File: src/common/vram_if.sv
`timescale 1ns/100ps

// one byte-wide ram port, shared by a requester and the memory side
interface vram_if #(
	parameter int vram_addr_width = 16
) ();

	logic req; // qualified by gnt
	logic we;
	logic [vram_addr_width-1:0] addr;
	logic [7:0] wdata;
	logic gnt; // combinational, same cycle as req
	logic [7:0] rdata; // valid the cycle after a granted read

	modport requester (
		output req,
		output we,
		output addr,
		output wdata,
		input gnt,
		input rdata
	);

	modport memory (
		input req,
		input we,
		input addr,
		input wdata,
		output gnt,
		output rdata
	);

endinterface

File: src/vram/vram_arbiter.sv
`timescale 1ns/100ps

module vram_arbiter (
	input logic clk,
	input logic arst_n,
	vram_if.memory rd, // frame builder, top priority
	vram_if.memory wr, // pixel loader
	vram_if.requester mem
);

	logic sel_rd;

	// builder wins whenever it asks, so its stream never stalls
	assign sel_rd = rd.req;

	assign mem.req = rd.req || wr.req;
	assign mem.we = sel_rd ? rd.we : wr.we;
	assign mem.addr = sel_rd ? rd.addr : wr.addr;
	assign mem.wdata = sel_rd ? rd.wdata : wr.wdata;

	assign rd.gnt = rd.req && mem.gnt;
	assign wr.gnt = wr.req && !rd.req && mem.gnt; // only in read-free cycles

	// read data fans out to both, loader ignores it
	assign rd.rdata = mem.rdata;
	assign wr.rdata = mem.rdata;

	assert property (@(posedge clk) disable iff (!arst_n) !(rd.gnt && wr.gnt))
		else $error("vram_arbiter: both sides granted in one cycle");

	// a waiting write must stay posted until it gets through
	assert property (@(posedge clk) disable iff (!arst_n)
		wr.req && !wr.gnt |=> wr.req)
		else $error("vram_arbiter: write request withdrawn before grant");

endmodule

File: src/flat_wrapper.sv
// flat-port wrapper written by rule: the top's interface ports become plain ports
module vram_arbiter_flat 
  (clk, arst_n, rd_req, rd_we, rd_addr, rd_wdata, rd_gnt, rd_rdata, wr_req, wr_we, wr_addr, wr_wdata, wr_gnt, wr_rdata, mem_req, mem_we, mem_addr, mem_wdata, mem_gnt, mem_rdata);
  vram_if rd_i ();
  vram_if wr_i ();
  vram_if mem_i ();
  input logic clk;
  input logic arst_n;
  input wire logic [$bits(rd_i.req)-1:0] rd_req;
  input wire logic [$bits(rd_i.we)-1:0] rd_we;
  input wire logic [$bits(rd_i.addr)-1:0] rd_addr;
  input wire logic [$bits(rd_i.wdata)-1:0] rd_wdata;
  output wire logic [$bits(rd_i.gnt)-1:0] rd_gnt;
  output wire logic [$bits(rd_i.rdata)-1:0] rd_rdata;
  input wire logic [$bits(wr_i.req)-1:0] wr_req;
  input wire logic [$bits(wr_i.we)-1:0] wr_we;
  input wire logic [$bits(wr_i.addr)-1:0] wr_addr;
  input wire logic [$bits(wr_i.wdata)-1:0] wr_wdata;
  output wire logic [$bits(wr_i.gnt)-1:0] wr_gnt;
  output wire logic [$bits(wr_i.rdata)-1:0] wr_rdata;
  output wire logic [$bits(mem_i.req)-1:0] mem_req;
  output wire logic [$bits(mem_i.we)-1:0] mem_we;
  output wire logic [$bits(mem_i.addr)-1:0] mem_addr;
  output wire logic [$bits(mem_i.wdata)-1:0] mem_wdata;
  input wire logic [$bits(mem_i.gnt)-1:0] mem_gnt;
  input wire logic [$bits(mem_i.rdata)-1:0] mem_rdata;
  assign rd_i.req = rd_req;
  assign rd_i.we = rd_we;
  assign rd_i.addr = rd_addr;
  assign rd_i.wdata = rd_wdata;
  assign rd_gnt = rd_i.gnt;
  assign rd_rdata = rd_i.rdata;
  assign wr_i.req = wr_req;
  assign wr_i.we = wr_we;
  assign wr_i.addr = wr_addr;
  assign wr_i.wdata = wr_wdata;
  assign wr_gnt = wr_i.gnt;
  assign wr_rdata = wr_i.rdata;
  assign mem_req = mem_i.req;
  assign mem_we = mem_i.we;
  assign mem_addr = mem_i.addr;
  assign mem_wdata = mem_i.wdata;
  assign mem_i.gnt = mem_gnt;
  assign mem_i.rdata = mem_rdata;
  vram_arbiter u_core (.clk(clk), .arst_n(arst_n), .rd(rd_i), .wr(wr_i), .mem(mem_i));
endmodule
File: config.mk
export PLATFORM = sky130hd
export DESIGN_NAME = vram_arbiter_flat
export DESIGN_NICKNAME = d
export VERILOG_FILES = /design/src/common/vram_if.sv /design/src/vram/vram_arbiter.sv /design/src/flat_wrapper.sv
export SDC_FILE = /design/constraint.sdc
export NUM_CORES = 1
export LEC_CHECK = 0
export ABC_AREA = 1
export BUFFER_PORTS_ARGS = -buffer_cell sky130_fd_sc_hd__buf_4
export CORE_MARGIN = 2
export CORE_UTILIZATION = 25
export DETAILED_ROUTE_END_ITERATION = 8
export PLACE_DENSITY = 0.85
export SETUP_SLACK_MARGIN = 0.5
export SLEW_MARGIN = 20
export SYNTH_ARGS = -nofsm -noshare
export SYNTH_HDL_FRONTEND = slang
export SYNTH_SLANG_ARGS = --single-unit
File: constraint.sdc
create_clock -name vclk -period 0.8
set_input_delay 0.08 -clock vclk [all_inputs]
set_output_delay 0.08 -clock vclk [all_outputs]
set_load 0.1 [all_outputs]
==> impl_metrics.tcl, run 1 <==
set metrics [dict create \
    io_pins 107 \
    status "aborted with a tool error" \
    postSynthCellCount 102 \
    ys_seq_area_frac 0 \
    die_y_um 48.18 \
    post_cts.repair.setup_buffers 0 \
    cts_hold_buffers 0 \
    portBuffers 81 \
    placed_area_um2 1529 \
    post_cts_resized 121 \
    haltStage "4_1_cts" \
    gp_congestion 0.6043 \
    start_util 0.2737 \
    stop_error "[ERROR DPL-0038] Utilization greater than 100%, impossible to legalize" \
    syn_nets 165 \
    syn_avg_cell_area_um2 4.784 \
    dp.cells 191 \
    synthesis.area_um2 488.0 \
    num_rows 15 \
    ys_types 9 \
    detailed_place_hpwl_mm 2.079 \
    yosysWarnings 0 \
    die_x_um 48.18 \
]
-- logic make-up after synthesis --
logic type,after synthesis,share of synthesized area
simple gates,79,0.6231
buf+inv,23,0.3769
-- stage by stage --
step | setup slack [ns] | utilization
2_1_floorplan | -0.07849 | -
3_3_place_gp | -0.3223 | 0.8575
3_5_place_dp | -0.3547 | 0.8575
-- cell usage after synthesis (all sizes together) --
master / count / area [um2]
buf: 21 / 176.4
inv: 2 / 7.500
nand2: 77 / 294.0
nor2: 1 / 3.750
or2: 1 / 6.260
==> run 2: changes to the inputs <==
CORE_AREA = 2 2 63 65   (was unset)
CORE_MARGIN = unset   (was 2)
CORE_UTILIZATION = unset   (was 25)
DIE_AREA = 0 0 65 67   (was unset)
PLACE_DENSITY = unset   (was 0.85)
PLACE_DENSITY_LB_ADDON = 0.15   (was unset)
SETUP_SLACK_MARGIN = unset   (was 0.5)
==> run 2 against run 1 <==
The flow now finishes, with violations (negative setup slack); synthesized cell count is the same; area after synthesis is the same.
==> impl_metrics.tcl, run 2 <==
set metrics [dict create \
    syn_avg_cell_area_um2 4.784 \
    grt_antenna_before_repair 0 \
    rsz0062_at_grt "yes" \
    final_cells 218 \
    dr_total_vias 869 \
    drc 0 \
    drv_slew 0 \
    num_rows 22 \
    topRoutingLayerUsed "met4" \
    fillers 347 \
    yosysWarnings 0 \
    final_common_cell "buf_4" \
    detailed_place_hpwl_mm 1.727 \
    synthesis.area_um2 488.0 \
    grt_pass1_vias 874 \
    min_from "mem_rdata[6]" \
    routed_wirelength_mm 2.590 \
    seq_cell_count 0 \
    worstPathArrival_ns 0.75 \
    via_per_inst 3.986 \
    grt_use_total 0.1097 \
    syn_nets 165 \
    setup_slack_ns -0.02798 \
    synth_compound_area_frac 0 \
    path_common_cell "buf_12" \
    synth_mux_area_frac 0 \
    synth_adder_area_share 0 \
    fmax_ghz 1.208 \
    whs_path_depth 0 \
    power.switching_mw 1.158 \
    slowest_delay_ns 0.24 \
    synth_top_family_by_area "simple AND/OR/NAND/NOR gates" \
    drv_cap 0 \
    crit_family "buffers and inverters" \
    die_x_um 65 \
    drt-pass1-iter-count 4 \
    dieArea_um2 4355 \
    met2RoutedLength_mm 1.408 \
    final_cell_mix "53 x buf_4, 33 x nand2_4, 29 x buf_12, 27 x nand2_1, 17 x nand2_2" \
    failed_checks "negative setup slack" \
    min_path_type "in2out" \
    grt_pass1_wl_mm 3.877 \
    required_ns 0.72 \
    drive_gt1_frac 0.8412 \
    dp.cells 214 \
    cp_max_fo 8 \
    wl_met3_um 276 \
    seq_area_um2 0 \
    synth-simple-area-share 0.6231 \
    path_buf_inv 3 \
    yosys.area.top_type_share 0.5769 \
    synth.most_common_cell "nand2_1" \
    io_pins 107 \
    power_density_nw_per_um2 1068 \
    status "complete, but fails checks" \
    detail_route.wirelength.met1_um 900 \
    die_y_um 67 \
    crit_type "in2out" \
    endpoint_kind "output port" \
    setup_violations 1 \
    cp_cell_sequence "buf_12, buf_12, or2_4, buf_12" \
    ys_types 9 \
    p_leak_nw 0.9339 \
    start_util 0.1353 \
    ys_seq_area_frac 0 \
    hold_viol_final 0 \
    pwr-share-seq 0 \
    yosysTopAreaCell "nand2_1" \
    power_frac_comb 1.000 \
    synthTopCellsByArea "nand2_1 58%, buf_4 28%, buf_8 6.2%" \
    clock_buffers 0 \
    min_period_ns 0.8280 \
    syn_to_final_growth_pct 269.0 \
    routedWlPerCell_um 11.88 \
    crit_slowest_cell "or2_4" \
    crit_path_start_kind "primary input" \
    cts_hold_buffers 0 \
    peakVddDrop_uv 495.7 \
    postSynthCellCount 102 \
    whs_endpoint "rd_rdata[6]" \
    gp_congestion 0.6529 \
    insertedDiodeCount 0 \
    drt_iter0_markers 8 \
    coreArea_um2 3606 \
    portBuffers 81 \
    grt_max_degree 13 \
    power_frac_clock 0 \
    switching_share 0.6020 \
    post-route-period-util 1.035 \
    relSlewSlack 0.8146 \
    worst-slew-pin-transition_ns 0.2804 \
    ant_nets 0 \
    post_cts.repair.setup_buffers 0 \
    synth_xor_area_frac 0 \
    gr-total-overflow 0 \
    fin_nets 235 \
    ys_top_cells_by_count "75 x nand2_1, 18 x buf_4, 2 x buf_8, 2 x nand2_2" \
    internal-power_mw 0.7656 \
    fin_util 0.4993 \
]
[run 2: cell counts after synthesis]
Identical to the previous run, type by type.
[run 2: timing repair]
action / in CTS / in global routing
gates resized for setup: 95 / 30
hold endpoints to repair: 0 / 0
pin swaps: 1 / 1
cloned: 2 / 2
endpoints found under the setup margin: 28 / 27
[run 2: power by group through the flow]
stage | sequential, mW | clock (mW) | combinational, mW
after global routing | 0 | 0 | 1.99
after global placement | 0 | 0 | 1.45
final | 0 | 0 | 1.92
after CTS | 0 | 0 | 1.84
after detailed placement | 0 | 0 | 1.45
after floorplan | 0 | 0 | 1.44
[run 2: kinds of logic (layout without fill, tap and decap cells)]
family | Yosys count | in the layout
buffers and inverters | 23 | 91
and+or+nand+nor | 79 | 79
[run 2: per-layer routing]
| metal | global-route usage | vias to the layer above |
|---|---|---|
| li1 | - | 422 |
| met1 | 0.1290 | 387 |
| met2 | 0.2101 | 58 |
| met3 | 0.02703 | 2 |
| met4 | 0.002660 | 0 |
| met5 | 0 | - |
[run 2: worst max path at each step]
| stage | from | endpoint | slack (ns) | depth (start not counted) |
|---|---|---|---|---|
| after floorplan | rd_req | wr_gnt | -0.1 | 3 |
| after global placement | rd_req | mem_req | -0.17 | 4 |
| after detailed placement | rd_req | mem_wdata[2] | -0.17 | 6 |
| after CTS | rd_req | mem_addr[9] | -0.03 | 6 |
| after global routing | rd_req | mem_req | -0.04 | 4 |
| final | rd_req | mem_req | -0.03 | 4 |
[run 2: area by class of cell]
cell class | count | area [um2] | share of cell area
multi-input cells | 79 | 599.3 | 0.3329
well taps | 48 | 60.06 | 0.03336
repair buffers | 89 | 1117 | 0.6206
inverters | 2 | 23.77 | 0.01320
[run 2: metrics by stage]
| stage | TNS, ns | instance area [um2] | total power, mW | worst slack [ns] | hold WS [ns] |
|---|---|---|---|---|---|
| 3_5_place_dp | -3.698 | 1216 | 1.453 | -0.1683 | 0.1611 |
| 5_1_grt | -0.3061 | 1800 | 1.994 | -0.04208 | 0.1603 |
| 2_1_floorplan | -0.1701 | 678.2 | 1.444 | -0.09983 | 0.3680 |
| 6_report | -0.02798 | 1800 | 1.924 | -0.02798 | 0.1601 |
| 4_1_cts | -0.3079 | 1640 | 1.838 | -0.02540 | 0.1611 |
| 3_3_place_gp | -3.504 | 1216 | 1.447 | -0.1665 | 0.1611 |
(Power assumes the default switching activity.)
==> run 3: changes to the inputs <==
BUFFER_PORTS_ARGS = unset   (was -buffer_cell sky130_fd_sc_hd__buf_4)
DONT_BUFFER_PORTS = 1   (was unset)
==> run 3 against run 2 <==
Sequential share of layout area unchanged; total power decreased by 40%; die area unchanged; cell area decreased by 61%; the run now ends clean; critical path type unchanged.
==> impl_metrics.tcl, run 3 (synthesized netlist as in run 2, its figures left out) <==
set metrics [dict create \
    fin_area_um2 708.2 \
    die_y_um 67 \
    tns_ns 0 \
    drc 0 \
    final_cells 138 \
    post_cts_resized 0 \
    via_per_inst 4.167 \
    power_density_nw_per_um2 1637 \
    setup_violations 0 \
    grt_pass1_wl_mm 2.125 \
    fmax_ghz 1.385 \
    final_cell_mix "49 x nand2_1, 21 x nand2_4, 7 x nand2_2, 7 x buf_12, 2 x buf_4" \
    rsz0062_at_grt "no" \
    fillers 404 \
    crit_type "in2out" \
    hold_viol_final 0 \
    p_leak_nw 0.3484 \
    drive_gt1_frac 0.4556 \
    power_frac_comb 1.000 \
    post-route-period-util 0.9022 \
    clock_buffers 0 \
    io_pins 107 \
    fin_nets 155 \
    gp_congestion 0.5901 \
    drt-pass1-iter-count 3 \
    internal-power_mw 0.2017 \
    dieArea_um2 4355 \
    status "completed" \
    relSlewSlack 0.6611 \
    gr-total-overflow 0 \
    start_util 0.1353 \
    required_ns 0.72 \
    final_common_cell "nand2_1" \
    cp_max_fo 29 \
    drv_cap 0 \
    worst-slew-pin-transition_ns 0.5113 \
    drv_slew 0 \
    grt_pass1_vias 529 \
    routedWlPerCell_um 10.86 \
    post_cts.repair.setup_buffers 0 \
    power_frac_clock 0 \
    power.switching_mw 0.9577 \
    coreArea_um2 3606 \
    seq_cell_count 0 \
    cts_hold_buffers 0 \
    placed_area_um2 708.2 \
    drt_iter0_markers 3 \
    endpoint_kind "output port" \
    ant_nets 0 \
    pwr-share-seq 0 \
    power_mw 1.159 \
    worstPathArrival_ns 0.64 \
    syn_to_final_growth_pct 45.13 \
    min_period_ns 0.7218 \
    switching_share 0.8260 \
    grt_max_degree 30 \
    crit_path_start_kind "primary input" \
    insertedDiodeCount 0 \
    dp.cells 138 \
    portBuffers 0 \
    min_path_type "in2out" \
    peakVddDrop_uv 391.4 \
    seq_area_um2 0 \
    multi_input_area_um2 481.7 \
    num_rows 22 \
    routed_wirelength_mm 1.498 \
    grt_use_total 0.06072 \
    die_x_um 65 \
    dr_total_vias 575 \
    grt_antenna_before_repair 0 \
]
## run 3: cell count changes in the layout (fill, tap and decap cells not counted), sizes merged
cell / delta
buf: -78
clkbuf: -2
clkinv: -1
inv: +1
## run 3: power groups by stage
stage | Sequential (mW) | Clock, mW | Combinational, mW
after global routing | 0 | 0 | 1.19
after floorplan | 0 | 0 | 1.44
final | 0 | 0 | 1.16
after global placement | 0 | 0 | 1.17
after detailed placement | 0 | 0 | 1.17
after CTS | 0 | 0 | 1.17
## run 3: area by class of cell
cell class                      instances  area share
Timing Repair Buffer                    9      0.2191
Inverter                                2     0.01590
Multi-Input combinational cell         79      0.6802
Tap cell                               48     0.08481
## run 3: worst max-delay path: stages
cell,delay [ns]
inv_2,0.06
buf_12,0.15
nand2_1,0.10
nand2_4,0.25
## run 3: stage by stage
step	worst slack (ns)	util	hold slack (ns)
2_1_floorplan	-0.09983	-	0.3680
3_3_place_gp	0.07927	0.1964	0.1611
3_5_place_dp	0.06488	0.1964	0.1611
4_1_cts	0.06501	0.1964	0.1611
6_report	0.07823	0.1964	0.1601
5_1_grt	0.02116	0.1964	0.1603
## run 3: routing by layer
layer,share of wire,up-vias,global-route usage
li1,-,262,-
met1,0.31,249,0.05000
met4,0.012,0,0.007979
met3,0.15,4,0.01014
met5,0,-,0
met2,0.54,60,0.1443
## run 3: worst paths after layout
check | from | end | cells after the start
setup / recovery | rd_req | mem_wdata[3] | 4
hold / removal | mem_rdata[6] | rd_rdata[6] | 0
