===== config.mk =====
export PLATFORM = sky130hd
export DESIGN_NAME = udp_frame_builder_flat
export DESIGN_NICKNAME = d
export VERILOG_FILES = /design/src/common/udp_tx_pkg.sv /design/src/common/vram_if.sv /design/src/source/udp_frame_builder.sv /design/src/flat_wrapper.sv
export SDC_FILE = /design/constraint.sdc
export NUM_CORES = 1
export LEC_CHECK = 0
export BUFFER_PORTS_ARGS = -buffer_cell sky130_fd_sc_hd__buf_2
export CELL_PAD_IN_SITES_DETAIL_PLACEMENT = 0
export CELL_PAD_IN_SITES_GLOBAL_PLACEMENT = 1
export CORE_MARGIN = 2
export CORE_UTILIZATION = 31
export CTS_CLUSTER_DIAMETER = 60
export CTS_CLUSTER_SIZE = 25
export DETAILED_ROUTE_END_ITERATION = 10
export PLACE_DENSITY_LB_ADDON = 0.12
export SLEW_MARGIN = 0
export SYNTH_ARGS = -nofsm -noshare
export SYNTH_HDL_FRONTEND = slang
export SYNTH_SLANG_ARGS = --single-unit

===== constraint.sdc =====
create_clock -name clk -period 6.3 [get_ports clk]
set_input_delay 0.945 -clock clk [delete_from_list [all_inputs] [get_ports clk]]
set_output_delay 0.945 -clock clk [all_outputs]
set_load 0.05 [all_outputs]

===== src/common/udp_tx_pkg.sv =====
package udp_tx_pkg;

	// ethernet header
	localparam logic [47:0] eth_dst_mac = 48'hffff_ffff_ffff; // broadcast
	localparam logic [47:0] eth_src_mac = 48'hdead_beef_0123;
	localparam logic [15:0] eth_type_ipv4 = 16'h0800;

	// ipv4 header, fixed part
	localparam logic [7:0] ip_ver_ihl = 8'h45; // v4, 5 words, no options
	localparam logic [15:0] ip_ident = 16'h0000;
	localparam logic [15:0] ip_flags_df = 16'h4000; // don't fragment, offset 0
	localparam logic [7:0] ip_ttl_val = 8'd64;
	localparam logic [7:0] ip_proto_udp = 8'h11;
	localparam logic [31:0] ip_src_addr = 32'hc0a8_0140; // 192.168.1.64
	localparam logic [31:0] ip_dst_addr = 32'hc0a8_0102; // 192.168.1.2

	// byte counts of each header layer
	localparam int eth_hdr_bytes = 14;
	localparam int ip_hdr_bytes = 20;
	localparam int udp_hdr_bytes = 8;
	localparam int proto_bytes = 3; // aux low byte + start address

	// counter starts at 1 for the first header byte
	localparam int first_payload_count =
		eth_hdr_bytes + ip_hdr_bytes + udp_hdr_bytes + proto_bytes + 1;

	// idle advances after the last payload byte
	localparam int gap_count = 22;

	// builder sequencing
	typedef enum logic [1:0] {
		st_idle,    // waiting for start
		st_header,  // counter 0 .. last header byte
		st_payload, // streaming video ram bytes
		st_gap      // inter-frame gap, data_valid low
	} builder_state_e;

endpackage


===== src/common/vram_if.sv =====
`timescale 1ns/100ps

// one byte-wide ram port, shared by a requester and the memory side
interface vram_if #(
	parameter int vram_addr_width = 16
) ();

	logic req; // qualified by gnt
	logic we;
	logic [vram_addr_width-1:0] addr;
	logic [7:0] wdata;
	logic gnt; // combinational, same cycle as req
	logic [7:0] rdata; // valid the cycle after a granted read

	modport requester (
		output req,
		output we,
		output addr,
		output wdata,
		input gnt,
		input rdata
	);

	modport memory (
		input req,
		input we,
		input addr,
		input wdata,
		output gnt,
		output rdata
	);

endinterface


===== src/source/udp_frame_builder.sv =====
`timescale 1ns/100ps

module udp_frame_builder
	import udp_tx_pkg::*;
#(
	parameter int payload_bytes = 1440,
	parameter int vram_addr_width = 16
) (
	input logic clk,
	input logic arst_n,
	input logic start,
	input logic advance,
	input logic [7:0] qos,
	input logic [15:0] segment_num,
	input logic [7:0] index_clone,
	input logic [15:0] aux,
	input logic [15:0] startaddr,
	output logic busy,
	output logic [7:0] data,
	output logic data_valid,
	output logic data_user,
	output logic data_enable,
	output logic [11:0] counter,
	vram_if.requester rd
);

	localparam logic [15:0] udp_len = 16'(udp_hdr_bytes + proto_bytes + payload_bytes);
	localparam logic [15:0] ip_len = 16'(ip_hdr_bytes) + udp_len;
	localparam logic [11:0] first_cnt = 12'(first_payload_count);
	localparam logic [11:0] last_cnt = 12'(first_payload_count + payload_bytes - 1);
	localparam logic [11:0] end_cnt = 12'(first_payload_count + payload_bytes + gap_count - 2);

	builder_state_e state;
	logic [7:0] qos_q;
	logic [15:0] segment_q;
	logic [7:0] index_q;
	logic [15:0] aux_q;
	logic [15:0] startaddr_q;
	logic [15:0] checksum_q;
	logic [31:0] sum_full;
	logic [16:0] sum_fold;
	logic [15:0] sum_ones;
	logic [11:0] next_cnt;
	logic [11:0] pay_idx;
	logic fetch;
	logic [7:0] byte_sel;

	assign busy = (state != st_idle);
	assign next_cnt = counter + 12'd1;

	// ip header sum, checksum field taken as zero
	always_comb begin
		sum_full = 32'({ip_ver_ihl, qos}) + 32'(ip_ident) + 32'(ip_len)
			+ 32'(ip_flags_df) + 32'({ip_ttl_val, ip_proto_udp})
			+ 32'(ip_src_addr[31:16]) + 32'(ip_src_addr[15:0])
			+ 32'(ip_dst_addr[31:16]) + 32'(ip_dst_addr[15:0]);
		sum_fold = 17'(sum_full[31:16]) + 17'(sum_full[15:0]);
		sum_ones = sum_fold[15:0] + 16'(sum_fold[16]); // end-around carry
	end

	// per-frame fields, captured once per frame
	always_ff @(posedge clk) begin
		if (start && !busy) begin
			qos_q <= qos;
			segment_q <= segment_num;
			index_q <= index_clone;
			aux_q <= aux;
			startaddr_q <= startaddr;
			checksum_q <= ~sum_ones;
		end
	end

	always_ff @(posedge clk or negedge arst_n) begin
		if (!arst_n) begin
			state <= st_idle;
			counter <= '0;
		end else if (state == st_idle) begin
			if (start) begin
				state <= st_header; // counter still 0, first advance gives byte 1
			end
		end else if (advance) begin
			case (state)
				st_header: begin
					counter <= next_cnt;
					if (next_cnt == first_cnt) begin
						state <= st_payload;
					end
				end
				st_payload: begin
					counter <= next_cnt;
					if (counter == last_cnt) begin
						state <= st_gap;
					end
				end
				default: begin // gap
					if (counter == end_cnt) begin
						counter <= '0;
						state <= st_idle;
					end else begin
						counter <= next_cnt;
					end
				end
			endcase
		end
	end

	// byte for the current count
	always_comb begin
		case (counter)
			12'd1: byte_sel = eth_dst_mac[47:40];
			12'd2: byte_sel = eth_dst_mac[39:32];
			12'd3: byte_sel = eth_dst_mac[31:24];
			12'd4: byte_sel = eth_dst_mac[23:16];
			12'd5: byte_sel = eth_dst_mac[15:8];
			12'd6: byte_sel = eth_dst_mac[7:0];
			12'd7: byte_sel = eth_src_mac[47:40];
			12'd8: byte_sel = eth_src_mac[39:32];
			12'd9: byte_sel = eth_src_mac[31:24];
			12'd10: byte_sel = eth_src_mac[23:16];
			12'd11: byte_sel = eth_src_mac[15:8];
			12'd12: byte_sel = eth_src_mac[7:0];
			12'd13: byte_sel = eth_type_ipv4[15:8];
			12'd14: byte_sel = eth_type_ipv4[7:0];
			12'd15: byte_sel = ip_ver_ihl;
			12'd16: byte_sel = qos_q; // dscp/ecn
			12'd17: byte_sel = ip_len[15:8];
			12'd18: byte_sel = ip_len[7:0];
			12'd19: byte_sel = ip_ident[15:8];
			12'd20: byte_sel = ip_ident[7:0];
			12'd21: byte_sel = ip_flags_df[15:8];
			12'd22: byte_sel = ip_flags_df[7:0];
			12'd23: byte_sel = ip_ttl_val;
			12'd24: byte_sel = ip_proto_udp;
			12'd25: byte_sel = checksum_q[15:8];
			12'd26: byte_sel = checksum_q[7:0];
			12'd27: byte_sel = ip_src_addr[31:24];
			12'd28: byte_sel = ip_src_addr[23:16];
			12'd29: byte_sel = ip_src_addr[15:8];
			12'd30: byte_sel = ip_src_addr[7:0];
			12'd31: byte_sel = ip_dst_addr[31:24];
			12'd32: byte_sel = ip_dst_addr[23:16];
			12'd33: byte_sel = ip_dst_addr[15:8];
			12'd34: byte_sel = ip_dst_addr[7:0];
			12'd35: byte_sel = segment_q[15:8]; // udp src port
			12'd36: byte_sel = segment_q[7:0];
			12'd37: byte_sel = index_q; // udp dst port hi
			12'd38: byte_sel = aux_q[15:8]; // udp dst port lo
			12'd39: byte_sel = udp_len[15:8];
			12'd40: byte_sel = udp_len[7:0];
			12'd41, 12'd42: byte_sel = 8'h00; // udp checksum not used
			12'd43: byte_sel = aux_q[7:0];
			12'd44: byte_sel = startaddr_q[15:8];
			12'd45: byte_sel = startaddr_q[7:0];
			default: begin
				byte_sel = (counter >= first_cnt && counter <= last_cnt) ? rd.rdata : 8'h00;
			end
		endcase
	end

	always_ff @(posedge clk or negedge arst_n) begin
		if (!arst_n) begin
			data <= '0;
			data_valid <= 1'b0;
			data_user <= 1'b0;
			data_enable <= 1'b0;
		end else begin
			data <= byte_sel; // flags registered alongside, so they line up with data
			data_valid <= (counter != '0) && (counter <= last_cnt);
			data_user <= (counter >= first_cnt) && (counter <= last_cnt);
			data_enable <= advance;
		end
	end

	// prefetch, rdata ready once the next count is current
	assign fetch = (state == st_header && counter == first_cnt - 12'd1)
		|| (state == st_payload && counter != last_cnt);
	assign pay_idx = next_cnt - first_cnt;
	assign rd.req = advance && fetch;
	assign rd.we = 1'b0;
	assign rd.wdata = '0;
	assign rd.addr = vram_addr_width'(startaddr_q) + vram_addr_width'(pay_idx);

	assert property (@(posedge clk) disable iff (!arst_n) rd.req |=> state == st_payload)
		else $error("udp_frame_builder: read not followed by payload");

	assert property (@(posedge clk) disable iff (!arst_n) counter <= end_cnt)
		else $error("udp_frame_builder: counter past end of gap");

	// fixed priority must never hold back a payload read
	assert property (@(posedge clk) disable iff (!arst_n) rd.req |-> rd.gnt)
		else $error("udp_frame_builder: payload read not granted");

endmodule


===== src/flat_wrapper.sv =====
// flat-port wrapper written by rule: the top's interface ports become plain ports
module udp_frame_builder_flat import udp_tx_pkg::*;
#(
	parameter int payload_bytes = 1440,
	parameter int vram_addr_width = 16
)
  (clk, arst_n, start, advance, qos, segment_num, index_clone, aux, startaddr, busy, data, data_valid, data_user, data_enable, counter, rd_req, rd_we, rd_addr, rd_wdata, rd_gnt, rd_rdata);
  vram_if #(.vram_addr_width(vram_addr_width)) rd_i ();
  input logic clk;
  input logic arst_n;
  input logic start;
  input logic advance;
  input logic [7:0] qos;
  input logic [15:0] segment_num;
  input logic [7:0] index_clone;
  input logic [15:0] aux;
  input logic [15:0] startaddr;
  output logic busy;
  output logic [7:0] data;
  output logic data_valid;
  output logic data_user;
  output logic data_enable;
  output logic [11:0] counter;
  output wire logic [$bits(rd_i.req)-1:0] rd_req;
  output wire logic [$bits(rd_i.we)-1:0] rd_we;
  output wire logic [$bits(rd_i.addr)-1:0] rd_addr;
  output wire logic [$bits(rd_i.wdata)-1:0] rd_wdata;
  input wire logic [$bits(rd_i.gnt)-1:0] rd_gnt;
  input wire logic [$bits(rd_i.rdata)-1:0] rd_rdata;
  assign rd_req = rd_i.req;
  assign rd_we = rd_i.we;
  assign rd_addr = rd_i.addr;
  assign rd_wdata = rd_i.wdata;
  assign rd_i.gnt = rd_gnt;
  assign rd_i.rdata = rd_rdata;
  udp_frame_builder #(.payload_bytes(payload_bytes), .vram_addr_width(vram_addr_width)) u_core (.clk(clk), .arst_n(arst_n), .start(start), .advance(advance), .qos(qos), .segment_num(segment_num), .index_clone(index_clone), .aux(aux), .startaddr(startaddr), .busy(busy), .data(data), .data_valid(data_valid), .data_user(data_user), .data_enable(data_enable), .counter(counter), .rd(rd_i));
endmodule

==> impl_metrics.ini, run 1 <==
[outcome]
status = complete, no violations

[final_layout]
layout_commonest_cell = buf_2
area_growth_pct = 16.4
n_antenna_cell = 0
drive_above_1_share = 0.199
final_cell_mix = 116 x buf_2, 77 x edfxtp_1, 46 x nand2_1
multi_input_area_um2 = 3120
nNetsFinal = 842
fill_cells = 2091
final_core_util = 0.367
seq_area_um2 = 2940
fin_cells = 1015

[timing]
setup_viol = 0
fin_crit_ns = 5.49
slew_viol_final = 0
post-route-period-util = 0.871
hold_violations = 0
clock_skew_ns = 0.0118
setup_tns_ns = 0
grt_setup_unrepaired = no
maxSlewHeadroom = 0.237
worst_slew_pin_slew_ns = 1.14
clock.fmax_mhz = 182

[synthesis]
synth-simple-area-share = 0.162
synth-xor-area-share = 0.0606
synth_compound_area_frac = 0.206
yosysSeqAreaShare = 0.462
synth_seq_cells = 102
ys_warn_count = 0
synth_top_family_by_area = compound AO/OA/AOI/OAI gates
syn_area_per_cell_um2 = 9.81
synthArstFlopShare = 0.245
synth-edff-count = 77
synth.lib_cells_used.distinct = 68
postSynthCellCount = 648
ys.flop_type = edfxtp_1
synthAdderAreaFrac = 0.0504
synth_area_um2 = 6360
synth.area.mux_share = 0.00472

[grt]
track_usage = 0.179
grt_pass1_vias = 5237
grt_max_degree = 68
grt_pass1_wl_um = 29800
overflow = 0
antenna_found_initial = 0

[pwr]
switching_share = 0.473
p_comb_frac = 0.516
p_leak_nw = 2.78
powerDensity_nw_per_um2 = 376
p_seq_frac = 0.290
ir_drop_mv = 0.254
p_switching_mw = 1.32
clkPwrFrac = 0.194
p_int_mw = 1.47

[route]
via_count = 5397
dr.pass1.iters = 5
ant_nets = 0
post_drt_via_cell_ratio = 5.32
dr.first_iter.drc_count = 521
routed_wl_um = 19800
wl_per_cell_um = 19.5
drc = 0

[worst_hold_path]
holdPathEnd = u_core.data[7]
worstHoldStart = u_core.aux_q[15]
hold_depth = 2
min_path_type = reg -> reg

[clock_network]
cts_resized = 0
worstSkewPairLatency_ns = 0.36
post_cts.repair.setup_buffers = 0
clockBufferDepth = 2
root_buffer = clkbuf_16
postCtsHoldBufs = 0
cts_sinks = 102
cts_tree = yes
h-tree-depth = 3
numCtsBuffers = 9
clk_pin_slew_ns = 0.08

[worst_setup_path]
r2r_cells = 9
cp_data_required_time_ns = 5.35
startpoint_type = flop
cp-end-kind = primary output
rr_startpoint = u_core.counter[0]
worstPathMaxFanout = 10
crit_type = reg -> out
r2r_slack_ns = 2.94
regToRegEndpoint = u_core.data[5]
worstPathArrival_ns = 4.54

[placement]
dpl.cell_count = 999
hpwl_um = 14400
globalplace.congestion = 0.825
portBuffers = 116

[die]
die_w_um = 147
coreArea_um2 = 20200
fp.dieH_um = 147
die-area_um2 = 21700
io_pins = 127
start_util = 0.315
rows = 52

[flow_run]
drv_cap = 0
[stage by stage]
stage               cell area (µm²)  hold slack, ns  power [mW]  setup slack (ns)
floorplan                      6400           0.453        1.89              1.05
global placement               7130           0.476        2.25              1.31
detailed placement             7130           0.482        2.26              1.24
CTS                            7400           0.499        2.80             0.817
global route                   7400           0.533        2.93             0.508
finish                         7400           0.506        2.78             0.814
[synth_stat cells (8+ instances only)]
cell type   n  area [µm²]
a21oi_1    43         215
inv_1      24        90.1
ha_1       24         300
nand3_1    25         125
nand2b_1   11        68.8
a221oi_1    9        78.8
nor2_1     44         165
xnor2_1    34         298
nor4_1      9        56.3
xor2_1     10        87.6
o31ai_1     8        60.1
nand2_1    46         173
clkbuf_1   31         116
nor3_1     15        75.1
edfxtp_1   77        2310
buf_4      11        82.6
dfrtp_1    25         626
a22oi_1    14         105
nor2b_1     9        56.3
o21ai_0    41         205
[worst max-delay path, stage by stage (launching register included)]
cell and delay, ns:
dfrtp_1 0.55, inv_1 0.17, ha_1 0.40, ha_1 0.21
inv_1 0.05, o21a_1 0.20, o21ai_0 0.42, xnor2_1 0.20
ha_1 0.36, o21ai_0 0.13, a221o_1 0.41, a221oi_1 0.47
nand3_1 0.15, xnor2_1 0.17, buf_2 0.28
[cell families (layout without fill, tap and decap cells)]
logic type,count (synthesis),in the layout
AOI/OAI and AO/OA,192,192
xor gates and xnor gates,44,44
adders and majority gates,25,25
buffers and inverters,77,164
DFF,102,102
muxes,3,3
other,2,12
and+or+nand+nor,203,203
[power groups by stage]
stage          combinational, mW  sequential [mW]  clock, mW
2_1_floorplan              0.930            0.962          0
4_1_cts                     1.44            0.807      0.555
5_1_grt                     1.54            0.812      0.585
3_5_place_dp                1.43            0.822          0
6_report                    1.44            0.807      0.540
3_3_place_gp                1.43            0.820          0
[how the worst max path moves through the flow]
stage | cells past startpoint | endpoint | slack, ns | from
after CTS | 14 | rd_addr[14] | 0.82 | u_core.counter[0]
after detailed placement | 14 | rd_addr[14] | 1.24 | u_core.counter[0]
after global placement | 14 | rd_addr[14] | 1.31 | u_core.counter[0]
after floorplan | 15 | rd_addr[14] | 1.05 | u_core.counter[0]
final | 14 | rd_addr[14] | 0.81 | u_core.counter[0]
after global routing | 14 | rd_addr[14] | 0.51 | u_core.counter[0]
[layer usage]
metal / GRT usage / part of all wire / routed length [µm] / up-vias
met2: 0.300 / 0.49 / 9690 / 163
met1: 0.240 / 0.44 / 8710 / 2628
met5: 0 / 0 / 0 / -
met3: 0.0304 / 0.050 / 994 / 20
met4: 0.0514 / 0.018 / 363 / 0
li1: - / - / - / 2586
[final cells by class]
cell class                 instances  area share
multi-input combinational        479       0.422
clock inverter                     5     0.00456
sequential                       102       0.397
tap                              270      0.0456
clock buffer                      11      0.0328
timing repair buffer             123      0.0855
inverter                          25      0.0127
[registers in the layout, indices dropped and copies added, names as in the netlist, 8 cells and up]
register and cells:
u_core.segment_q 16, u_core.index_q 8, u_core.counter 12, u_core.data 8, u_core.aux_q 16, u_core.qos_q 8
u_core.checksum_q 13, u_core.startaddr_q 16
(Power assumes the default switching activity.)
==> run 2, diff against run 1 <==
- BUFFER_PORTS_ARGS: -buffer_cell sky130_fd_sc_hd__buf_2 -> -buffer_cell sky130_fd_sc_hd__buf_4
==> run 2 against run 1 <==
  * Design area is 4.0% higher
  * Core utilization is 1.5 points higher
  * Via count is 0.22% lower
  * Cell count stayed put
  * Clock power hardly changed
  * Die area stayed put
  * Combinational power is 5% higher
  * Hold slack worse by 0.022 ns
  * Wire length is 0.47% lower
  * Global-route usage is 0.13 points higher
  * Critical endpoint unchanged
  * Largest cell class unchanged
  * Largest power group unchanged
==> impl_metrics.ini, run 2 (same netlist as run 1, synthesis figures left out) <==
[outcome]
status = complete, no violations

[placement]
portBuffers = 116
dpl_cell_area_um2 = 7420
hpwl_um = 14400
globalplace.congestion = 0.817
dpl.cell_count = 999

[die]
start_util = 0.315
fp.dieH_um = 147
die-area_um2 = 21700
die_w_um = 147
io_pins = 127
coreArea_um2 = 20200
rows = 52

[route]
routed.top_layer = met4
drc = 0
ant_nets = 0
post_drt_via_cell_ratio = 5.31
wl_met1_um = 8920
routed-wl-met2_um = 9610
dr_wl_met3_um = 904
via_count = 5385
dr.pass1.iters = 4
routed_wl_um = 19700
wl_per_cell_um = 19.4
dr.first_iter.drc_count = 420

[worst_setup_path]
worstPathArrival_ns = 4.50
cp-end-kind = primary output
startpoint_type = flop
crit_type = reg -> out
r2r_cells = 9
cp_slowest_cell = dfrtp_1
cpMostUsedCell = ha_1
path_cells = inv_1 > ha_1 > ha_1 > inv_1 > o21a_1 > o21ai_0 > xnor2_1 > ha_1 > o21ai_0 > a221o_1 > a221oi_1 > nand3_1 > xnor2_1 > buf_4
cp_data_required_time_ns = 5.35
worstPathMaxFanout = 10
slowest_delay_ns = 0.57

[grt]
grt_pass1_wl_um = 30100
track_usage = 0.181
grt_pass1_vias = 5278
antenna_found_initial = 0
grt_max_degree = 66
overflow = 0

[clock_network]
clockBufferDepth = 2
root_buffer = clkbuf_16
cts_resized = 0
cts_tree = yes
post_cts.repair.setup_buffers = 0
worstSkewPairLatency_ns = 0.36
h-tree-depth = 3
cts_sinks = 102
clk_pin_slew_ns = 0.08
numCtsBuffers = 9
postCtsHoldBufs = 0

[timing]
fin_crit_ns = 5.45
grt_setup_unrepaired = no
hold_violations = 0
post-route-period-util = 0.865
maxSlewHeadroom = 0.259
clock_skew_ns = 0.0108
clock.fmax_mhz = 184
setup_tns_ns = 0
worst_slew_pin_slew_ns = 1.10
setup_viol = 0
slew_viol_final = 0

[final_layout]
reg_top3 = u_core.aux_q x16, u_core.segment_q x16, u_core.startaddr_q x16
drive_above_1_share = 0.199
fin_cells = 1015
final_cell_mix = 123 x buf_4, 77 x edfxtp_1, 46 x nand2_1
area_growth_pct = 21.0
final_cell_area_um2 = 7700
final_core_util = 0.382
layout_commonest_cell = buf_4
nNetsFinal = 842
n_antenna_cell = 0

[pwr]
ir_drop_mv = 0.262
p_leak_nw = 2.88
powerDensity_nw_per_um2 = 374
power.total_mw = 2.88

[worst_hold_path]
min_path_type = in -> async

[flow_run]
drv_cap = 0
==> run 2: per-stage QoR <==
step / hold slack (ns) / setup WS (ns)
finish: 0.485 / 0.852
global route: 0.507 / 0.469
CTS: 0.493 / 0.857
detailed placement: 0.480 / 1.27
global placement: 0.478 / 1.33
floorplan: 0.453 / 1.05
==> run 2: cell type report <==
class | count | area (µm²)
timing repair buffer | 123 | 923
multi-input combinational | 479 | 3120
clock buffer | 10 | 239
clock inverter | 6 | 42.5
sequential | 102 | 2940
fill | 2084 | 12500
tap | 270 | 338
inverter | 25 | 93.8
==> run 2: layer usage <==
metal,GRT usage,vias to the layer above
li1,-,2588
met1,0.250,2623
met2,0.296,156
met3,0.0239,18
met4,0.0538,0
met5,0,-
==> run 2: path summary, 6_finish.rpt <==
path / end / slack, ns / startpoint
worst min-delay path: u_core.counter[10] / 0.48 / arst_n
worst max-delay path: rd_addr[14] / 0.85 / u_core.counter[0]
worst max register to register: u_core.data[5] / 2.92 / u_core.counter[0]
worst min register to register: u_core.data[0] / 0.49 / u_core.aux_q[8]
max in group asynchronous: u_core.data[4] / 5.54 / arst_n
min in group clk: u_core.data[0] / 0.49 / u_core.aux_q[8]
==> run 2: power by group <==
| group | total, mW | leakage (nW) | switching, mW | internal, mW |
|---|---|---|---|---|
| clock | 0.543 | 0.137 | 0.262 | 0.281 |
| combinational | 1.51 | 1.74 | 1.02 | 0.496 |
| sequential | 0.822 | 1.00 | 0.0521 | 0.770 |
| total | 2.88 | 2.88 | 1.33 | 1.55 |
==> run 2: worst max-delay path: cells and delay by family, from the launching register on <==
family,cells,cell delay (ns)
compound gates,5,1.63
fa+ha+maj,3,0.98
flops,1,0.57
buf+inv,3,0.45
xor+xnor,2,0.38
simple gates,1,0.15
