### config.mk
export PLATFORM = sky130hd
export DESIGN_NAME = pixel_loader_flat
export DESIGN_NICKNAME = d
export VERILOG_FILES = /design/src/common/vram_if.sv /design/src/source/pixel_loader.sv /design/src/flat_wrapper.sv
export SDC_FILE = /design/constraint.sdc
export NUM_CORES = 1
export LEC_CHECK = 0
export ABC_CLOCK_PERIOD_IN_PS = 6580
export BUFFER_PORTS_ARGS = -buffer_cell sky130_fd_sc_hd__buf_2
export CORE_ASPECT_RATIO = 1.25
export CORE_MARGIN = 3
export CORE_UTILIZATION = 60
export CTS_CLUSTER_DIAMETER = 120
export DETAILED_ROUTE_END_ITERATION = 10
export GPL_ROUTABILITY_DRIVEN = 0
export PLACE_DENSITY = 0.84
export SLEW_MARGIN = 0
export SYNTH_ARGS = -nofsm -noshare
export SYNTH_HDL_FRONTEND = slang
export SYNTH_SLANG_ARGS = --single-unit
export TNS_END_PERCENT = 1
### constraint.sdc
create_clock -name clk -period 6.58 [get_ports clk]
set_input_delay 0.987 -clock clk [delete_from_list [all_inputs] [get_ports clk]]
set_output_delay 0.987 -clock clk [all_outputs]
set_load 0.01 [all_outputs]
### src/common/vram_if.sv
`timescale 1ns/100ps

// one byte-wide ram port, shared by a requester and the memory side
interface vram_if #(
	parameter int vram_addr_width = 16
) ();

	logic req; // qualified by gnt
	logic we;
	logic [vram_addr_width-1:0] addr;
	logic [7:0] wdata;
	logic gnt; // combinational, same cycle as req
	logic [7:0] rdata; // valid the cycle after a granted read

	modport requester (
		output req,
		output we,
		output addr,
		output wdata,
		input gnt,
		input rdata
	);

	modport memory (
		input req,
		input we,
		input addr,
		input wdata,
		output gnt,
		output rdata
	);

endinterface

### src/source/pixel_loader.sv
`timescale 1ns/100ps

module pixel_loader #(
	parameter int fifo_depth = 4,
	parameter int vram_addr_width = 16
) (
	input logic clk,
	input logic arst_n,
	input logic pix_wr,
	input logic [vram_addr_width-1:0] pix_addr,
	input logic [7:0] pix_data,
	output logic pix_full,
	vram_if.requester wr
);

	localparam int ptr_w = (fifo_depth > 1) ? $clog2(fifo_depth) : 1;
	localparam int cnt_w = $clog2(fifo_depth + 1);
	localparam logic [ptr_w-1:0] last_slot = ptr_w'(fifo_depth - 1);

	logic [vram_addr_width-1:0] addr_mem [fifo_depth];
	logic [7:0] data_mem [fifo_depth];
	logic [ptr_w-1:0] wr_ptr;
	logic [ptr_w-1:0] rd_ptr;
	logic [cnt_w-1:0] count;
	logic push;
	logic pop;

	assign push = pix_wr && !pix_full; // writes while full are dropped
	assign pop = wr.req && wr.gnt;
	assign pix_full = (count == cnt_w'(fifo_depth));

	// storage
	always_ff @(posedge clk) begin
		if (push) begin
			addr_mem[wr_ptr] <= pix_addr;
			data_mem[wr_ptr] <= pix_data;
		end
	end

	always_ff @(posedge clk or negedge arst_n) begin
		if (!arst_n) begin
			wr_ptr <= '0;
			rd_ptr <= '0;
			count <= '0;
		end else begin
			if (push) begin
				wr_ptr <= (wr_ptr == last_slot) ? '0 : wr_ptr + 1'b1;
			end
			if (pop) begin
				rd_ptr <= (rd_ptr == last_slot) ? '0 : rd_ptr + 1'b1;
			end
			count <= count + cnt_w'(push) - cnt_w'(pop); // push and pop may coincide
		end
	end

	// head entry sits on the bus until granted
	assign wr.req = (count != '0);
	assign wr.we = 1'b1;
	assign wr.addr = addr_mem[rd_ptr];
	assign wr.wdata = data_mem[rd_ptr];

	assert property (@(posedge clk) disable iff (!arst_n) wr.gnt |-> count != '0)
		else $error("pixel_loader: grant with empty FIFO");

endmodule

### src/flat_wrapper.sv
// flat-port wrapper written by rule: the top's interface ports become plain ports
module pixel_loader_flat 
#(
	parameter int fifo_depth = 4,
	parameter int vram_addr_width = 16
)
  (clk, arst_n, pix_wr, pix_addr, pix_data, pix_full, wr_req, wr_we, wr_addr, wr_wdata, wr_gnt, wr_rdata);
  vram_if #(.vram_addr_width(vram_addr_width)) wr_i ();
  input logic clk;
  input logic arst_n;
  input logic pix_wr;
  input logic [vram_addr_width-1:0] pix_addr;
  input logic [7:0] pix_data;
  output logic pix_full;
  output wire logic [$bits(wr_i.req)-1:0] wr_req;
  output wire logic [$bits(wr_i.we)-1:0] wr_we;
  output wire logic [$bits(wr_i.addr)-1:0] wr_addr;
  output wire logic [$bits(wr_i.wdata)-1:0] wr_wdata;
  input wire logic [$bits(wr_i.gnt)-1:0] wr_gnt;
  input wire logic [$bits(wr_i.rdata)-1:0] wr_rdata;
  assign wr_req = wr_i.req;
  assign wr_we = wr_i.we;
  assign wr_addr = wr_i.addr;
  assign wr_wdata = wr_i.wdata;
  assign wr_i.gnt = wr_gnt;
  assign wr_i.rdata = wr_rdata;
  pixel_loader #(.fifo_depth(fifo_depth), .vram_addr_width(vram_addr_width)) u_core (.clk(clk), .arst_n(arst_n), .pix_wr(pix_wr), .pix_addr(pix_addr), .pix_data(pix_data), .pix_full(pix_full), .wr(wr_i));
endmodule
==> results of run 1 <==
-- layer usage --
layer	GRT usage	vias up	share of wire
met3	0.0466	9	0.048
met2	0.302	56	0.53
met1	0.225	904	0.40
met4	0.0579	0	0.015
met5	0	-	0
li1	-	785	-
-- sequential cells by signal, indices dropped and copies added (netlist names) --
signal,cells
u_core.addr_mem,64
u_core.data_mem,32
u_core.rd_ptr,2
u_core.count,3
u_core.wr_ptr,2
-- area by class of cell --
type | count | area, um2
multi-input combinational | 50 | 800
tap | 85 | 106
fill | 398 | 1870
clock inverter | 6 | 37.5
timing repair buffer | 53 | 265
sequential | 103 | 3060
clock buffer | 9 | 124
inverter | 7 | 26.3
-- Yosys cell counts --
library cell / n
nor2b_2: 1
o22ai_1: 1
mux2_2: 2
inv_1: 7
fa_1: 1
buf_6: 4
nor2_1: 2
mux4_2: 24
nand2_1: 1
ha_1: 7
xnor2_1: 2
nor3b_4: 1
mux2_4: 1
buf_2: 3
dfrtp_1: 7
edfxtp_1: 96
and2_2: 4
nand2_2: 1
or3_4: 1
conb_1: 1
buf_4: 1
-- path summary, 6_finish.rpt --
path,depth (start not counted),endpoint,startpoint
setup / recovery,2,wr_addr[12],u_core.rd_ptr[0]
hold / removal,1,u_core.count[0],arst_n
setup reg to reg,10,u_core.count[2],u_core.count[1]
hold reg to reg,1,u_core.count[2],u_core.count[2]
max in group asynchronous,1,u_core.rd_ptr[0],arst_n
min in group clk,1,u_core.count[2],u_core.count[2]
-- per-stage QoR --
step / std cells / hold WS (ns) / cell area [um2] / worst slack [ns]
3_3_place_gp: 298 / 0.497 / 4260 / 3.85
3_5_place_dp: 298 / 0.494 / 4260 / 3.84
5_1_grt: 313 / 0.441 / 4420 / 3.35
6_report: 313 / 0.461 / 4420 / 3.50
2_1_floorplan: 168 / 0.469 / 3950 / 4.26
4_1_cts: 313 / 0.441 / 4420 / 3.43
-- power breakdown --
group / leakage (nW) / total [mW] / internal [mW] / switching, mW
sequential: 0.961 / 0.989 / 0.869 / 0.120
clock: 0.0822 / 0.330 / 0.134 / 0.196
combinational: 0.516 / 0.530 / 0.288 / 0.241
-- worst max-delay path: stages (launching register included) --
cell and delay (ns):
dfrtp_2 0.94, mux4_2 0.64, buf_2 0.16
-- logic make-up after synthesis --
logic type | Yosys count | share of synthesized area
adders and majority gates | 8 | 0.0272
xor gates and xnor gates | 2 | 0.00443
other | 1 | 0.000949
DFF | 103 | 0.774
AOI/OAI and AO/OA | 1 | 0.00158
muxes | 27 | 0.146
buffers and inverters | 15 | 0.0237
and+or+nand+nor | 11 | 0.0219
==> metrics.cfg, run 1 <==
[die]
die_h_um = 96.7
die_w_um = 78.6
core_um2 = 6290
num_rows = 32
io_pins = 63
initial_core_util = 0.629
die_area_um2 = 7600

[detailed_routing]
vias = 1754
avgRoutedWirePerCell_um = 19.5
drtIter0Drc = 75
dr.pass1.iters = 4
ant_nets = 0
finalWirelength_mm = 6.11
via_per_inst = 5.60
drc = 0

[logic_synthesis]
synth_seq_cells = 103
synth_cells = 168
yosysTopAreaCell = edfxtp_1
ys_types = 21
yosys_warnings = 0
yosys.area.top_type_share = 0.730
avgSynthCellArea_um2 = 23.5
yosysSeqAreaShare = 0.774
syn-cell-area_um2 = 3950
synth_fp_nets = 212
synth_area_leaders = edfxtp_1, mux4_2, dfrtp_1

[cts]
ctsHoldBuffers = 0
post_cts_buffers = 0
cts_buffers = 9
root_buffer = clkbuf_8
clk_path_buf_depth = 2
ctsResizeCount = 0
path_clk_slew_ns = 0.09
insertion_delay_ns = 0.35
h-tree-depth = 3
cts_tree = built
clock-sinks = 103

[worst_setup_path]
crit_fanout = 27
criticalPathCategory = reg -> out
endpoint_kind = output pin
critPathArrivalTime_ns = 2.09
startpoint_type = flop
rrSetupSlack_ns = 4.28
cp.required_ns = 5.59

[timing]
worst_slew_pin_slew_ns = 1.09
slew_headroom = 0.275
fin_setup_tns_ns = 0
fin_crit_sh = 0.468
fmax_ghz = 0.325
hold_viol = 0
skew_ns = 0.00845
layout_min_cycle_time_ns = 3.08
slew_viol_final = 0
setup_viol = 0
rsz0062_at_grt = no

[grt]
antenna_found_initial = 0
grt_pass1_wl_mm = 9.96
grt_max_degree = 28
grt.overflow.total = 0
grt_pass1_vias = 1934
track_usage = 0.179

[finish]
insertedDiodeCount = 0
area_growth_pct = 11.8
final_common_cell = edfxtp_1
post-route-util = 0.703
final_cell_mix = edfxtp_1, buf_2, mux4_2
nNetsFinal = 268
drive_gt1_frac = 0.443

[power]
max-vdd-ir-drop_uv = 249
p_total_mw = 1.85
powerDensity_nw_per_um2 = 418
p_leak_nw = 1.56

[min_path]
holdCritPathClass = in -> async

[outcome]
status = finished clean

[place]
hpwl_mm = 3.81
portBuffers = 53

[flow_run]
maxCapViolCount = 0

(Power assumes the default switching activity.)
==> run 2, diff against run 1 <==
--- a/config.mk
+++ b/config.mk
@@ -5,15 +5,16 @@
 export SDC_FILE = /design/constraint.sdc
 export NUM_CORES = 1
 export LEC_CHECK = 0
-export ABC_CLOCK_PERIOD_IN_PS = 6580
+export ABC_AREA = 1
+export ABC_CLOCK_PERIOD_IN_PS = 2700
 export BUFFER_PORTS_ARGS = -buffer_cell sky130_fd_sc_hd__buf_2
 export CORE_ASPECT_RATIO = 1.25
 export CORE_MARGIN = 3
-export CORE_UTILIZATION = 60
+export CORE_UTILIZATION = 51
 export CTS_CLUSTER_DIAMETER = 120
 export DETAILED_ROUTE_END_ITERATION = 10
 export GPL_ROUTABILITY_DRIVEN = 0
-export PLACE_DENSITY = 0.84
+export PLACE_DENSITY = 0.75
 export SLEW_MARGIN = 0
 export SYNTH_ARGS = -nofsm -noshare
 export SYNTH_HDL_FRONTEND = slang
==> constraint.sdc (replaced) <==
create_clock -name clk -period 2.7 [get_ports clk]
set_input_delay 0.405 -clock clk [delete_from_list [all_inputs] [get_ports clk]]
set_output_delay 0.405 -clock clk [all_outputs]
set_load 0.01 [all_outputs]
==> run 2 against run 1 <==
Compared with the run above: sequential power up 130%; worst hold slack worse by 0.20 ns; critical path depth up 3; clock skew up 0.0028 ns; largest power group unchanged; cell area up 12%; clock-buffer cell count up 1; cell count up 60%; highest routed layer is now met5; combinational power rose to 3.4 times the previous value; routed wire length up 20%; sequential share of layout area down 7.2 points; non-clock buffer count up 9.
==> metrics.cfg, run 2 <==
[grt]
grt.overflow.total = 0  ; unchanged
track_usage = 0.160  ; -0.0185
grt_pass1_vias = 2432  ; +26%
antenna_found_initial = 1  ; +1
grt_max_degree = 46  ; +64%
grt_pass1_wl_mm = 11.4  ; +15%

[finish]
largest_reg_flops = 64  ; unchanged
area_growth_pct = 12.7
final_common_cell = edfxtp_1
finish.instance_area_um2 = 4940  ; +12%
nNetsFinal = 443  ; +65%
final_cell_mix = edfxtp_1, nand2_1, inv_1
drive_gt1_frac = 0.250  ; -0.193
reg.largest.list = u_core.addr_mem x64, u_core.data_mem x32, u_core.count x3
nFillCells = 669  ; +68%
registers.top_by_ff_count = u_core.addr_mem
insertedDiodeCount = 0  ; unchanged

[timing]
fmax_ghz = 0.442
fin_crit_sh = 0.837
skew_ns = 0.0113  ; +0.00282 ns
worst_slew_pin_slew_ns = 0.658  ; -0.430 ns
setup_slack_ns = 0.439  ; -3.06 ns
setup_viol = 0  ; unchanged
hold_viol = 0  ; unchanged
fin_setup_tns_ns = 0  ; unchanged
slew_viol_final = 0  ; unchanged
rsz0062_at_grt = no
hold_slack_ns = 0.259  ; -0.202 ns
layout_min_cycle_time_ns = 2.26
slew_headroom = 0.561  ; +0.286

[place]
place_ws_ns = 0.704  ; -3.14 ns
hpwl_mm = 4.63  ; +22%
placed_area_um2 = 4730  ; +11%
portBuffers = 53  ; unchanged

[logic_synthesis]
yosysSeqAreaShare = 0.698  ; -0.0756
synth_seq_cells = 103  ; unchanged
synth_top_cells_by_count = edfxtp_1, nand2_1, inv_1, o211ai_1, o211ai_2
synth_cells = 343  ; +100%
synth_area_leaders = edfxtp_1, nand2_1, inv_1
synth_edf_count = 96  ; unchanged
ys_types = 15  ; -29%
yosys_warnings = 0  ; unchanged
avgSynthCellArea_um2 = 12.8  ; -46%
ys_async_sr_fraction = 0.0680  ; unchanged
yosys.area.top_type_share = 0.658  ; -0.0713
synth_most_common_cell = edfxtp_1
synth_fp_nets = 387  ; +83%
syn-cell-area_um2 = 4380  ; +11%
synth_ff_type = edfxtp_1
yosysTopAreaCell = edfxtp_1

[detailed_routing]
via_per_inst = 5.02  ; -10%
drc = 0  ; unchanged
drtIter0Drc = 146  ; +95%
vias = 2514  ; +43%
avgRoutedWirePerCell_um = 14.6  ; -25%
finalWirelength_mm = 7.31  ; +20%
dr.pass1.iters = 4  ; unchanged
ant_nets = 0  ; unchanged

[cts]
clk_path_buf_depth = 2  ; unchanged
insertion_delay_ns = 0.36  ; about the same
root_buffer = clkbuf_8
clock-sinks = 103  ; unchanged
cts_tree = built
cts_buffers = 9  ; unchanged
post_cts_buffers = 0  ; unchanged
path_clk_slew_ns = 0.10  ; about the same
h-tree-depth = 3  ; unchanged

[worst_setup_path]
startpoint_type = flop
endpoint_kind = output pin
criticalPathCategory = reg -> out
critPathArrivalTime_ns = 1.86  ; -0.23 ns
cp.required_ns = 2.30  ; -3.29 ns
crit_fanout = 45  ; +67%

[power]
powerDensity_nw_per_um2 = 1030  ; +150%
seq_power_share = 0.457  ; -0.078
power_frac_clock = 0.185  ; +0.006
max-vdd-ir-drop_uv = 534  ; +110%
p_total_mw = 5.07  ; +170%
p_switching_mw = 1.84  ; +230%
p_leak_nw = 2.07  ; +33%
internal_power_mw = 3.23  ; +150%
combinationalPowerShare = 0.358  ; +0.071
netSwitchingFraction = 0.363  ; +0.0619

[die]
initial_core_util = 0.528  ; -0.100
die_area_um2 = 9740  ; +28%
die_w_um = 88.9  ; +13%
io_pins = 63  ; unchanged
num_rows = 37  ; +16%
die_h_um = 110  ; +13%
core_um2 = 8290  ; +32%

[min_path]
holdCritPathClass = in -> reg

[outcome]
status = finished clean

[flow_run]
maxCapViolCount = 0  ; unchanged

==> run 2: power groups by stage <==
stage / Clock (mW) / Combinational [mW] / Sequential (mW)
2_1_floorplan: 0 / 1.39 / 2.24
3_3_place_gp: 0 / 1.81 / 2.33
3_5_place_dp: 0 / 1.86 / 2.36
4_1_cts: 0.968 / 1.86 / 2.32
5_1_grt: 1.02 / 2.05 / 2.36
6_report: 0.935 / 1.82 / 2.32
==> run 2: final timing paths <==
path	slack, ns	start	cells past startpoint	end
max in group asynchronous	2.12	arst_n	2	u_core.rd_ptr[0]
min reg2reg	0.55	u_core.wr_ptr[1]	2	u_core.wr_ptr[1]
min in group asynchronous	0.41	arst_n	2	u_core.count[0]
min	0.26	pix_data[1]	1	u_core.data_mem[0][1]
max	0.44	u_core.rd_ptr[0]	5	wr_wdata[2]
max reg2reg	0.69	u_core.count[1]	11	u_core.count[2]
==> run 2: repair_timing <==
action	CTS	global route
hold buffers	1	0
resized for setup	0	0
hold endpoints to repair	7	0
==> run 2: cell type report <==
| type | instances | area [um2] | area share |
|---|---|---|---|
| flip-flops and latches | 103 | 3060 | 0.620 |
| clock inverters | 6 | 70.1 | 0.0142 |
| well taps | 97 | 121 | 0.0246 |
| repair buffers | 62 | 335 | 0.0679 |
| multi-input cells | 158 | 977 | 0.198 |
| clock buffers | 10 | 128 | 0.0258 |
| inverters | 65 | 244 | 0.0494 |
==> run 2: cells by family after synthesis <==
kind of cell / count (synthesis) / share of synthesized area
AO/OA/AOI/OAI: 48 / 0.104
adder cells (fa/ha/maj): 8 / 0.0246
buffers and inverters: 82 / 0.0843
flip-flops: 103 / 0.698
other: 1 / 0.000856
AND/OR/NAND/NOR: 101 / 0.0880
==> run 2: metrics by stage <==
step                utilization  instances
finish                    0.596        501
global route              0.596        501
CTS                       0.596        501
detailed placement        0.571        484
global placement          0.571        484
floorplan                     -        343
==> run 2: routing by layer <==
metal / up-vias / routed length [um] / GRT usage
li1: 1266 / - / -
met4: 2 / 76 / 0.0659
met2: 72 / 3810 / 0.273
met5: - / 7 / 0
met3: 8 / 455 / 0.0367
met1: 1166 / 2960 / 0.194
==> run 2: critical path, cell delays in order (launching register included) <==
cell,delay (ns)
dfrtp_4,0.75
buf_4,0.34
nand2_1,0.09
o211ai_1,0.09
nand2_1,0.08
buf_2,0.14
==> run 3, diff against run 2 <==
--- a/config.mk
+++ b/config.mk
@@ -6,7 +6,7 @@
 export NUM_CORES = 1
 export LEC_CHECK = 0
 export ABC_AREA = 1
-export ABC_CLOCK_PERIOD_IN_PS = 2700
+export ABC_CLOCK_PERIOD_IN_PS = 1900
 export BUFFER_PORTS_ARGS = -buffer_cell sky130_fd_sc_hd__buf_2
 export CORE_ASPECT_RATIO = 1.25
 export CORE_MARGIN = 3
==> constraint.sdc (replaced) <==
create_clock -name clk -period 1.9 [get_ports clk]
set_input_delay 0.285 -clock clk [delete_from_list [all_inputs] [get_ports clk]]
set_output_delay 0.285 -clock clk [all_outputs]
set_load 0.01 [all_outputs]
==> run 3 against run 2 <==
Compared with the run above: the run now ends with negative setup slack left; worst hold slack got worse by 0.12 ns; total power increased by 48%; core utilization rose by 1.8 points; routed wire length increased by 3.5%; die area is the same; sequential share of layout area shrank 1.8 points; global-route usage up 0.89 points; register-to-register slack got worse by 0.69 ns; cell count grew 2.6%; clock power rose by 39%; via count up 2.7%; non-clock buffer count up 14; highest routed layer is now met4.
==> metrics.cfg, run 3 (synthesis gave the netlist of run 2 again) <==
[outcome]
status = finished, violations left
failed_checks = negative setup slack

[finish]
drive_gt1_frac = 0.285  ; +0.0354
largest_reg_flops = 64  ; unchanged
registers.top_by_ff_count = u_core.addr_mem
reg.largest.list = u_core.addr_mem x64, u_core.data_mem x32, u_core.count x3
post-route-util = 0.614  ; +0.0178
nFillCells = 646  ; -3.4%
area_growth_pct = 16.1
finish.instance_area_um2 = 5080  ; +3.0%
insertedDiodeCount = 0  ; unchanged
nNetsFinal = 457  ; +3.2%
final_cell_mix = edfxtp_1, nand2_1, inv_1
final_common_cell = edfxtp_1

[timing]
fmax_ghz = 0.526
hold_slack_ns = 0.140  ; -0.118 ns
setup_slack_ns = -0.000804  ; -0.440 ns
layout_min_cycle_time_ns = 1.90
fin_crit_sh = 1.00
skew_ns = 0.00962  ; -0.00165 ns
rsz0062_at_grt = yes
setup_viol = 1  ; +1
slew_viol_final = 0  ; unchanged
hold_viol = 0  ; unchanged

[worst_setup_path]
path_buf_inv = 4  ; +2
timing.rr.end = u_core.count[1]
r2r_cells = 10  ; -1
startpoint = u_core.count[0]
worstSetupEndpoint = u_core.count[1]
cp_top_family = adder cells
cp_slowest_stage_delay_ns = 0.52  ; -0.23 ns
crit_path_top_delay_cell = fa_2
rrSetupSlack_ns = -0.0008  ; -0.69 ns
cp_num_cells = 10  ; +5
critPathArrivalTime_ns = 2.15  ; +0.29 ns
r2r-start = u_core.count[0]
crit_fanout = 2  ; -96%
cp_cell_sequence = nor2_2 > nand2_1 > nand2_1 > inv_1 > ha_1 > inv_1 > ha_2 > inv_2 > fa_2 > inv_2
endpoint_kind = flop
criticalPathCategory = reg -> reg
cp.required_ns = 2.15  ; -0.15 ns
startpoint_type = flop

[cts]
clock-sinks = 103  ; unchanged
insertion_delay_ns = 0.35  ; about the same
path_clk_slew_ns = 0.09  ; about the same
clk_path_buf_depth = 2  ; unchanged
cts_buffers = 9  ; unchanged
h-tree-depth = 3  ; unchanged
cts_tree = built
root_buffer = clkbuf_8

[die]
die_w_um = 88.9  ; unchanged
num_rows = 37  ; unchanged
die_area_um2 = 9740  ; unchanged
initial_core_util = 0.528  ; unchanged
io_pins = 63  ; unchanged
die_h_um = 110  ; unchanged
core_um2 = 8290  ; unchanged

[detailed_routing]
vias = 2582  ; +2.7%
ant_nets = 0  ; unchanged
via_per_inst = 5.02  ; +0.11%
avgRoutedWirePerCell_um = 14.7  ; +0.91%
drc = 0  ; unchanged
dr.pass1.iters = 4  ; unchanged
drtIter0Drc = 122  ; -16%
finalWirelength_mm = 7.57  ; +3.5%

[grt]
antenna_found_initial = 0  ; -1
grt_pass1_wl_mm = 12.2  ; +6.7%
grt_max_degree = 36  ; -22%
grt.overflow.total = 0  ; unchanged
track_usage = 0.169  ; +0.00893
grt_pass1_vias = 2584  ; +6.3%

[place]
portBuffers = 53  ; unchanged
hpwl_mm = 4.99  ; +7.8%
place_ws_ns = 0.0520  ; -0.652 ns
placed_area_um2 = 4850  ; +2.5%

[power]
powerDensity_nw_per_um2 = 1480  ; +44%
p_total_mw = 7.51  ; +48%
max-vdd-ir-drop_uv = 629  ; +18%
p_leak_nw = 2.15  ; +3.6%

[min_path]
holdPathStages = 1  ; unchanged
holdCritPathClass = in -> reg

[flow_run]
maxCapViolCount = 0  ; unchanged

[run 3: cell types whose count changed in the layout (fill, tap and decap cells not counted), moves of 2 or more]
cell    change
inv_2       +2
buf_4      +10
buf_12      +3
inv_1       -2
[run 3: worst min-delay path by stage]
stage | startpoint | end
after floorplan | arst_n | u_core.count[0]
after global placement | arst_n | u_core.count[2]
after detailed placement | arst_n | u_core.count[2]
after CTS | pix_addr[5] | u_core.addr_mem[0][5]
after global routing | pix_addr[10] | u_core.addr_mem[1][10]
final | pix_addr[5] | u_core.addr_mem[0][5]
[run 3: routing by layer]
| layer | part of all wire | GRT usage |
|---|---|---|
| met1 | 0.41 | 0.196 |
| met2 | 0.54 | 0.303 |
| met3 | 0.041 | 0.0367 |
| met4 | 0.016 | 0.0626 |
| met5 | 0 | 0 |
[run 3: stage by stage]
step	TNS (ns)	cells
global route	-0.112	514
detailed placement	0	495
global placement	0	495
finish	-0.000804	514
floorplan	-23.74	343
CTS	0	514
[run 3: timing repair]
item / in CTS / in global routing
pin swaps: 0 / 5
hold endpoints to repair: 7 / 0
setup buffers: 3 / 0
gates resized for setup: 0 / 7
gates cloned: 0 / 0
endpoints found under the setup margin: 5 / 8
hold buffers: 1 / 0
[run 3: layout make-up]
type	count	area [um2]	share of cell area
flip-flops and latches	103	3060	0.602
multi-input cells	158	990	0.195
repair buffers	76	482	0.0947
inverters	65	244	0.0480
clock buffers	11	131	0.0258
well taps	97	121	0.0239
clock inverters	4	55.1	0.0108
[run 3: power by group]
group	total (mW)	internal (mW)	leakage (nW)	switching [mW]
logic	3.02	1.21	1.09	1.81
registers	3.19	3.00	0.963	0.189
clock network	1.30	0.611	0.0900	0.691
